File: src/cam_pkg.sv
`default_nettype none

package cam_pkg;

    // ====================
    // line geometry
    // ====================
    localparam int h_act  = 32; // active pixels per line.
    localparam int v_act  = 8;  // active lines per frame.
    localparam int n_cam  = 2;

    localparam int col_w  = $clog2(h_act);
    localparam int row_w  = $clog2(v_act);
    localparam int id_w   = (n_cam > 1) ? $clog2(n_cam) : 1;

    localparam int line_bytes = 3 * h_act; // red, green, blue per pixel.
    localparam int line_aw    = $clog2(line_bytes);

    localparam int gap_wait = h_act; // idle cycles between cameras.
    localparam int gap_w    = $clog2(gap_wait + 1);
    localparam int cnt_w    = 5;

    // ====================
    // pixel word
    // ====================
    typedef struct packed {
        logic [7:0]       red;
        logic [7:0]       green;
        logic [7:0]       blue;
        logic             de;  // pixel valid.
        logic             sol; // start of line.
        logic             eol; // end of line.
        logic             sof; // start of frame.
        logic [col_w-1:0] col;
        logic [row_w-1:0] row;
    } cam_pack_t;

    // ====================
    // read side
    // ====================
    typedef struct packed {
        logic [7:0]       data;
        logic [row_w-1:0] row;
        logic             aquire; // line ready to pop.
        logic             busy;
        logic             error;
    } line_out_t;

endpackage : cam_pkg

`default_nettype wire

File: src/line_swap_ctrl.sv
`timescale 1ns/1ns
`default_nettype none

module line_swap_ctrl (
    input  wire logic                     rclk,
    input  wire logic                     rstn,
    input  wire logic                     trig,
    input  wire logic [cam_pkg::n_cam-1:0] busy,
    output logic      [cam_pkg::n_cam-1:0] cam_trig,
    output logic      [cam_pkg::id_w-1:0]  cam_id,
    output logic      [cam_pkg::cnt_w-1:0] cnt
);

    typedef enum logic [1:0] {
        s_idle,
        s_arm,
        s_wait,
        s_gap
    } state_t;

    state_t                    state;
    logic                      trig_q;
    logic                      busy_cur;
    logic [cam_pkg::gap_w-1:0] gap_cnt;

    assign busy_cur = busy[cam_id]; // busy of the camera being served.

    // ====================
    // trigger latch
    // ====================
    always_ff @(posedge rclk or negedge rstn) begin
        if (!rstn) begin
            trig_q <= 1'b0;
        end else if (state != s_idle) begin
            trig_q <= 1'b0; // a trig during a round is dropped.
        end else if (trig) begin
            trig_q <= 1'b1;
        end
    end

    // ====================
    // round sequencer
    // ====================
    always_ff @(posedge rclk or negedge rstn) begin
        if (!rstn) begin
            state    <= s_idle;
            cam_trig <= '0;
            cam_id   <= '0;
            cnt      <= '0;
            gap_cnt  <= '0;
        end else begin
            cam_trig <= '0;
            case (state)
                s_idle: begin
                    cam_id  <= '0;
                    gap_cnt <= '0;
                    if (trig_q) begin
                        cnt   <= cnt + 1'b1;
                        state <= s_arm;
                    end
                end
                s_arm: begin
                    if (busy_cur) begin
                        state <= s_wait; // buffer took the trigger.
                    end else begin
                        cam_trig[cam_id] <= 1'b1;
                    end
                end
                s_wait: begin
                    if (!busy_cur) begin
                        if (cam_id == cam_pkg::n_cam - 1) begin
                            state <= s_idle; // last camera done.
                        end else begin
                            gap_cnt <= '0;
                            state   <= s_gap;
                        end
                    end
                end
                s_gap: begin
                    if (gap_cnt != cam_pkg::gap_wait) begin
                        gap_cnt <= gap_cnt + 1'b1;
                        if (gap_cnt == cam_pkg::gap_wait - 1) begin
                            cam_id <= cam_id + 1'b1;
                        end
                    end else if (!busy_cur) begin
                        state <= s_arm;
                    end
                end
                default: begin
                    state <= s_idle;
                end
            endcase
        end
    end

endmodule : line_swap_ctrl

`default_nettype wire

File: src/line_buffer.sv
`timescale 1ns/1ns
`default_nettype none

module line_buffer (
    input  wire logic               rclk,
    input  wire logic               rstn,
    input  wire logic               trig,
    input  wire cam_pkg::cam_pack_t pack,
    input  wire logic               read_en,
    output cam_pkg::line_out_t      line_out
);

    typedef enum logic [1:0] {
        s_idle,
        s_sync,
        s_capt,
        s_read
    } state_t;

    state_t                      state;
    logic [cam_pkg::col_w-1:0]   exp_col;
    logic [cam_pkg::line_aw-1:0] rd_ptr;
    logic [cam_pkg::line_aw-1:0] wr_base;
    logic [7:0]                  mem [cam_pkg::line_bytes];
    logic [7:0]                  data_q;
    logic [cam_pkg::row_w-1:0]   row_q;
    logic                        err_q;

    logic sol_hit;
    logic wr_en;
    logic aquire;
    logic pop;
    logic col_err;
    logic rd_err;

    assign sol_hit = (state == s_sync) && pack.de && pack.sol;
    assign wr_en   = sol_hit || ((state == s_capt) && pack.de);
    assign wr_base = pack.col * 2'd3; // three bytes per pixel.

    assign aquire = (state == s_read);
    assign pop    = aquire && read_en;

    // sol must sit on col 0, then each pixel follows the previous one.
    assign col_err = (sol_hit && (pack.col != '0)) ||
                     ((state == s_capt) && pack.de && (pack.col != exp_col));
    assign rd_err  = read_en && !aquire;

    // ====================
    // capture and readout
    // ====================
    always_ff @(posedge rclk or negedge rstn) begin
        if (!rstn) begin
            state   <= s_idle;
            exp_col <= '0;
            rd_ptr  <= '0;
            err_q   <= 1'b0;
        end else begin
            err_q <= col_err | rd_err;
            case (state)
                s_idle: begin
                    rd_ptr <= '0;
                    if (trig) begin
                        state <= s_sync;
                    end
                end
                s_sync: begin
                    if (sol_hit) begin
                        exp_col <= pack.col + 1'b1;
                        state   <= pack.eol ? s_read : s_capt;
                    end
                end
                s_capt: begin
                    if (pack.de) begin
                        exp_col <= exp_col + 1'b1;
                        if (pack.eol) begin
                            state <= s_read;
                        end
                    end
                end
                s_read: begin
                    if (pop) begin
                        rd_ptr <= rd_ptr + 1'b1;
                        if (rd_ptr == cam_pkg::line_bytes - 1) begin
                            state <= s_idle; // last byte gone, release busy.
                        end
                    end
                end
                default: begin
                    state <= s_idle;
                end
            endcase
        end
    end

    // ====================
    // line ram
    // ====================
    always_ff @(posedge rclk) begin
        if (wr_en) begin
            mem[wr_base]     <= pack.red;
            mem[wr_base + 1] <= pack.green;
            mem[wr_base + 2] <= pack.blue;
        end
        if (sol_hit) begin
            row_q <= pack.row;
        end
        if (pop) begin
            data_q <= mem[rd_ptr]; // byte valid one cycle after read_en.
        end
    end

    assign line_out = '{
        data:   data_q,
        row:    row_q,
        aquire: aquire,
        busy:   (state != s_idle),
        error:  err_q
    };

endmodule : line_buffer

`default_nettype wire

File: src/line_read_mux.sv
`timescale 1ns/1ns
`default_nettype none

module line_read_mux (
    input  wire logic                     rclk,
    input  wire logic                     rstn,
    input  wire logic [cam_pkg::id_w-1:0] cam_id,
    input  wire cam_pkg::line_out_t       line_out [cam_pkg::n_cam],
    output logic      [7:0]               cam_data,
    output logic      [cam_pkg::row_w-1:0] cam_row,
    output logic                          aquire,
    output logic                          error
);

    cam_pkg::line_out_t sel;
    logic               err_any;
    logic               error_q;

    // ====================
    // output select
    // ====================
    assign sel      = line_out[cam_id];
    assign cam_data = sel.data;
    assign cam_row  = sel.row;
    assign aquire   = sel.aquire;

    // any buffer counts, not only the one selected.
    always_comb begin
        err_any = 1'b0;
        for (int i = 0; i < cam_pkg::n_cam; i++) begin
            err_any = err_any | line_out[i].error;
        end
    end

    // ====================
    // sticky error
    // ====================
    always_ff @(posedge rclk or negedge rstn) begin
        if (!rstn) begin
            error_q <= 1'b0;
        end else if (err_any) begin
            error_q <= 1'b1; // held until reset.
        end
    end

    assign error = error_q;

endmodule : line_read_mux

`default_nettype wire

File: src/line_swap_top.sv
`timescale 1ns/1ns
`default_nettype none

module line_swap_top (
    input  wire logic                      rclk,
    input  wire logic                      rstn,
    input  wire logic                      trig,
    input  wire cam_pkg::cam_pack_t        cam_pack [cam_pkg::n_cam],
    input  wire logic                      read_en,
    output logic      [7:0]                cam_data,
    output logic      [cam_pkg::row_w-1:0] cam_row,
    output logic      [cam_pkg::id_w-1:0]  cam_id,
    output logic                           aquire,
    output logic      [cam_pkg::cnt_w-1:0] cnt,
    output logic                           error
);

    logic [cam_pkg::n_cam-1:0] cam_trig;
    logic [cam_pkg::n_cam-1:0] busy;
    logic [cam_pkg::n_cam-1:0] buf_rd;
    cam_pkg::line_out_t        line_out [cam_pkg::n_cam];

    line_swap_ctrl line_swap_ctrl_inst (
        .rclk     (rclk),
        .rstn     (rstn),
        .trig     (trig),
        .busy     (busy),
        .cam_trig (cam_trig),
        .cam_id   (cam_id),
        .cnt      (cnt)
    );

    // ====================
    // one buffer per camera
    // ====================
    for (genvar g = 0; g < cam_pkg::n_cam; g++) begin : g_cam
        assign buf_rd[g] = read_en && (cam_id == g); // only the served camera pops.
        assign busy[g]   = line_out[g].busy;

        line_buffer line_buffer_inst (
            .rclk     (rclk),
            .rstn     (rstn),
            .trig     (cam_trig[g]),
            .pack     (cam_pack[g]),
            .read_en  (buf_rd[g]),
            .line_out (line_out[g])
        );
    end

    line_read_mux line_read_mux_inst (
        .rclk     (rclk),
        .rstn     (rstn),
        .cam_id   (cam_id),
        .line_out (line_out),
        .cam_data (cam_data),
        .cam_row  (cam_row),
        .aquire   (aquire),
        .error    (error)
    );

endmodule : line_swap_top

`default_nettype wire

File: config.mk
export PLATFORM = sky130hd
export DESIGN_NAME = line_swap_top
export DESIGN_NICKNAME = d
export VERILOG_FILES = /design/src/cam_pkg.sv /design/src/line_swap_ctrl.sv /design/src/line_buffer.sv /design/src/line_read_mux.sv /design/src/line_swap_top.sv
export SDC_FILE = /design/constraint.sdc
export NUM_CORES = 2
export LEC_CHECK = 0
export BUFFER_PORTS_ARGS = -buffer_cell sky130_fd_sc_hd__buf_2
export CORE_MARGIN = 10
export CORE_UTILIZATION = 35
export DETAILED_ROUTE_END_ITERATION = 7
export PLACE_DENSITY = 0.48
export SYNTH_ARGS = -nofsm -noshare
export SYNTH_HDL_FRONTEND = slang
export SYNTH_SLANG_ARGS = --single-unit
File: constraint.sdc
create_clock -name rclk -period 6.6 [get_ports rclk]
set_input_delay 0.66 -clock rclk [delete_from_list [all_inputs] [get_ports rclk]]
set_output_delay 0.66 -clock rclk [all_outputs]
set_load 0.005 [all_outputs]
After elaboration in Yosys (flattened, before gate mapping)

Memory sizes are Yosys's and may differ from the RTL's. A register that Yosys moved wholly into a read port is not among the register bits.
Index checks and enable logic that the tools add are counted.

Word-level logic and storage cells: 180
Bits in writable memories: 1,536
Register bits after elaboration: 54
Output and inout port bits: 19
Memories kept: 2
Input port bits: 76

Mux-type cells: 55
$lt $le $gt $ge: 3
Multiply operators: 2
Equality and inequality tests: 35
Add/sub/neg operators: 13
Bitwise gates (word level): 5
Reduce and logical (&&, ||, !) cells: 48

Memories:

| name                          | words | bits a word | rd ports | clocked after memory_dff | wr ports | RTL line          | text |
|---|---|---|---|---|---|---|---|
| g_cam[0].line_buffer_inst.mem | 96    | 8           | 1        | 1                        | 3        | line_buffer.sv:24 | `logic [7:0] mem [cam_pkg::line_bytes];` |
| g_cam[1].line_buffer_inst.mem | 96    | 8           | 1        | 1                        | 3        | line_buffer.sv:24 |  |

Operator list:

| operator                                                                 | count |
|---|---|
| 14-bit two-way mux                                                       | 3 |
| 2-bit two-way mux                                                        | 20 |
| 7-bit by 1-bit adder with 7-bit output (second input constant)           | 4 |
| 2-bit inequality test (second input constant)                            | 14 |
| 7-bit case mux with 2 select lines                                       | 2 |
| 5-bit by 1-bit adder with 5-bit output (second input constant)           | 5 |
| 2-bit case mux with 4 select lines                                       | 3 |
| 5-bit two-way mux                                                        | 4 |
| 5-bit case mux with 2 select lines                                       | 2 |
| 6-bit two-way mux                                                        | 3 |
| 6-bit case mux with 3 select lines                                       | 1 |
| 2-bit nonzero test                                                       | 9 |
| 1-bit logical AND                                                        | 17 |
| 7-bit by 2-bit adder with 7-bit output (second input constant)           | 2 |
| 7-bit == test (second input constant)                                    | 2 |
| 5-bit by 2-bit multiplier with 7-bit output (second input constant)      | 2 |
| 7-bit two-way mux                                                        | 2 |
| 1-bit two-way mux                                                        | 13 |
| 2-bit == test (second input constant)                                    | 6 |
| 2-bit by 1-bit inequality test with 1-bit output (second input constant) | 6 |
| 6-bit AND reduction                                                      | 2 |
| 5-bit inequality test                                                    | 2 |
| 5-bit nonzero test                                                       | 2 |
| 3-bit AND reduction                                                      | 3 |
| 20 further kinds                                                         | 32 |

Logic depth before layout (Yosys ltp)

Word-level depth: 6
Depth in mapped cells: 14
Depth with buffers taken out: 9

Hierarchy

A second synthesis with hierarchy kept.

Cell total of the unflattened synthesis: 10,052
Area, all modules: 102,849.9 um^2

By module, submodules not included:

| module                                  | cells an instance | times used | area an instance (um^2) | seq. area each (um^2) |
|---|---|---|---|---|
| line_buffer (g_cam[0].line_buffer_inst) | 5,242             | 1          | 51,962.3                | 23,767.8 |
| line_buffer (g_cam[1].line_buffer_inst) | 4,700             | 1          | 49,717.7                | 23,767.8 |
| line_swap_ctrl                          | 93                | 1          | 938.4                   | 425.4 |
| line_read_mux                           | 15                | 1          | 215.2                   | 25.0 |
| line_swap_top                           | 2                 | 1          | 16.3                    | 0.0 |

Least setup slack after synthesis

No wires, ideal clock.

Kind: in2reg
Start point: in cam_pack[3] (netlist name)
End point: mem g_cam[1].line_buffer_inst.mem[34][0], enable pin
Stages on the path: 9
Buffers on the path: 3
Setup time: 0.404 ns
Arrival time: 4.156 ns
Setup slack: 2.041 ns
Required time: 6.196 ns
Path through: ha_1 > fa_1 > clkbuf_1 > clkbuf_1 > xor2_1 > clkbuf_1 > nor3_1 > nand2_1 > o311ai_0

RTL lines:

| element     | RTL line           | text |
|---|---|---|
| from (decl) | line_swap_top.sv:8 | `input wire cam_pkg::cam_pack_t cam_pack [cam_pkg::n_cam],` |
| to (decl)   | line_buffer.sv:24  |  |

==> impl_metrics.yaml <==
power:
  p_switching_mw: 8.81
  sw_frac_of_total: 0.311
  leakagePower_nw: 40.1
  irDropWorstVdd_uv: 208
  power.density_nw_per_um2: 252
  internal_power_mw: 19.5
  combPwrFrac: 0.208
  clkPwrFrac: 0.383
  seq_power_share: 0.408
route:
  routed_wirelength_mm: 421
  vias_per_cell: 6.17
  drcViolationCount: 11
  dr_total_vias: 82604
  drtIter0Drc: 12086
  wire_per_inst_um: 31.4
  drt_pre_antenna_iters: 8
  ant_nets: 0
global_route:
  gr-total-overflow: 0
  grt_util_all_layers: 0.259
  grt_pass1_wl_mm: 594
  antenna_found_initial: 34
  grt_start_max_net_pins: 91
  first_global_vias: 77342
clocking:
  cts_buffers: 197
  clk_pin_slew_ps: 60
  cts.sinks: 1606
  cts.htree.levels: 4
  clk_latency_ps: 920
  cts_setup_buffers: 0
  root_buffer: "clkbuf_16"
  max-clock-path-buffers: 4
  cts_tree: "yes"
place:
  io_buffers: 92
  gp_congestion: 0.968
  dpl.hpwl_mm: 269
die:
  die-area_um2: 311000
  num_rows: 197
  start_util: 0.351
  num_io_pins: 95
  die_h_um: 558
  core_um2: 288000
  die_x_um: 558
sta:
  setup_tns_ps: 0
  tightest_slew_ps: 1490
  period_needed_ps: 5170
  fin_crit_sh: 0.783
  slew_headroom: -0.00193
  setup_viol: 0
  hold_viol_final: 0
  fin_skew_ps: 61.0
  drv_slew: 1
  rsz0062_at_grt: "no"
  fmax_mhz: 194
cells_and_area:
  layout_commonest_cell: "edfxtp_1"
  synthToLayoutAreaGrowth_pct: 11.1
  drive_gt1_frac: 0.156
  final_cell_mix: "1558 x edfxtp_1, 1289 x nor2_1, 1201 x mux2i_1, 1182 x nand2_1, 826 x a21oi_1"
  utilization: 0.390
  fillers: 27692
  seqCellArea_um2: 48000
  multi_input_area_um2: 49100
  final_nets: 9553
logic_synthesis:
  synth_cell_types: 84
  synth_edf_count: 1558
  ys_seq_elements: 1606
  synth-main-ff-cell: "edfxtp_1"
  yosysWarnings: 0
  syn-num-nets: 9915
  seq_area_frac_synth: 0.474
  synth-async-reset-ratio: 0.0299
  syn_inst: 9800
  synth_area_um2: 101000
  avgSynthCellArea_um2: 10.3
outcome:
  status: "finished with violations"
  violations: "design-rule violations, max-capacitance violations, max-slew violations"
worst_setup_path:
  crit_required_ps: 7090
  startpoint_type: "flop"
  ff2ff_path_depth: 8
  crit_type: "reg2reg"
  cp-end-kind: "flop"
  path_max_fanout: 18
  cp.arrival_ps: 5650
worst_hold_path:
  hold_depth: 3
  hold_path.class: "in2reg"
run:
  drv_cap: 1
==> critical path, cell delays in order (launching register included) <==
cell,delay [ps]
dfrtp_1,410
inv_1,120
ha_1,470
a21o_1,500
nand3_1,490
nor2_1,460
and2_1,860
nand3_1,770
o221ai_1,670
==> cells in the mapped netlist, drive strengths merged, types with 6 or more instances <==
| cell | n | share of area |
|---|---|---|
| a211oi | 20 | 0.0015 |
| a21boi | 8 | 0.00059 |
| a21oi | 830 | 0.041 |
| a22oi | 16 | 0.0012 |
| a31oi | 428 | 0.026 |
| and2 | 11 | 0.00068 |
| and3 | 47 | 0.0029 |
| and4 | 8 | 0.00069 |
| buf | 214 | 0.0098 |
| clkbuf | 900 | 0.033 |
| dfrtp | 48 | 0.012 |
| edfxtp | 1558 | 0.46 |
| ha | 37 | 0.0046 |
| inv | 53 | 0.0020 |
| mux2 | 49 | 0.0054 |
| mux2i | 1201 | 0.12 |
| mux4 | 440 | 0.098 |
| nand2 | 1182 | 0.044 |
| nand2b | 12 | 0.00074 |
| nand3 | 320 | 0.016 |
| nand4 | 91 | 0.0059 |
| nor2 | 1321 | 0.050 |
| nor2b | 20 | 0.0012 |
| nor3 | 98 | 0.0064 |
| nor4 | 47 | 0.0050 |
| o2111ai | 9 | 0.00084 |
| o211ai | 81 | 0.0060 |
| o21ai | 552 | 0.027 |
| o221ai | 26 | 0.0022 |
| o22ai | 12 | 0.00074 |
| o32ai | 6 | 0.00052 |
| or2 | 15 | 0.00093 |
| or3 | 27 | 0.0017 |
| xnor2 | 25 | 0.0025 |
| xor2 | 24 | 0.0021 |
==> power groups by stage <==
stage / Sequential (mW) / Combinational (mW) / Clock (mW)
2_1_floorplan: 11.6 / 3.54 / 0
3_3_place_gp: 11.8 / 5.67 / 0
3_5_place_dp: 11.8 / 5.73 / 0
4_1_cts: 11.6 / 5.74 / 11.0
5_1_grt: 11.6 / 6.11 / 11.3
6_report: 11.6 / 5.90 / 10.9
==> metrics by stage <==
stage	cells	hold slack, ps	cell area (um^2)	total power [mW]	worst slack, ps
6_report	13391	123	113000	28.3	1430
3_5_place_dp	13012	422	106000	17.5	978
4_1_cts	13376	62.6	112000	28.3	1560
5_1_grt	13384	147	112000	29.0	1240
3_3_place_gp	13012	422	106000	17.4	1080
2_1_floorplan	9800	364	101000	15.1	2040
==> final timing paths <==
path | endpoint | slack, ps | start
setup / recovery | g_cam[1].line_buffer_inst.mem[38][1] | 1430 | g_cam[1].line_buffer_inst.state[0]
hold / removal | g_cam[1].line_buffer_inst.state[0] | 120 | cam_pack[9]
setup reg to reg | g_cam[1].line_buffer_inst.mem[38][1] | 1430 | g_cam[1].line_buffer_inst.state[0]
hold reg to reg | line_read_mux_inst.error | 430 | g_cam[1].line_buffer_inst.err_q
max in group asynchronous | g_cam[0].line_buffer_inst.rd_ptr[3] | 5540 | rstn
min in group asynchronous | g_cam[0].line_buffer_inst.exp_col[2] | 490 | rstn
==> sequential cells by signal, indices dropped and copies added, names as in the netlist, 4 cells and up <==
signal	count
g_cam.line_buffer_inst.state	4
line_swap_ctrl_inst.cnt	5
g_cam.line_buffer_inst.exp_col	10
g_cam.line_buffer_inst.mem	1536
g_cam.line_buffer_inst.row_q	6
g_cam.line_buffer_inst.data_q	16
line_swap_ctrl_inst.gap_cnt	6
g_cam.line_buffer_inst.rd_ptr	14
==> cells by family after synthesis <==
kind of cell               Yosys count  synth area share
AOI/OAI and AO/OA                 2035             0.113
xor gates and xnor gates            49           0.00465
adders and majority gates           39           0.00497
buffers and inverters             1168            0.0451
DFF                               1606             0.474
muxes                             1690             0.222
and+or+nand+nor                   3213             0.137
==> per-layer routing <==
layer,vias to the layer above,share of wire,global-route usage
met5,-,0.00080,0.00518
met4,18,0.037,0.0888
met3,831,0.12,0.0695
met2,5168,0.42,0.376
met1,40957,0.42,0.371
li1,35630,-,-
==> repair_timing <==
| item | in CTS | in global routing |
|---|---|---|
| hold buffers | 8 | 0 |
| resized for setup | 0 | 0 |
| hold endpoints to repair | 55 | 0 |
==> area by class of cell <==
cell class	count	area share
diodes	15	0.000334
clock buffers	260	0.0474
clock inverters	96	0.00743
inverters	54	0.00180
multi-input cells	7026	0.437
flip-flops and latches	1606	0.427
well taps	3781	0.0420
repair buffers	553	0.0374
No activity file was read; power rests on OpenSTA's default activity.
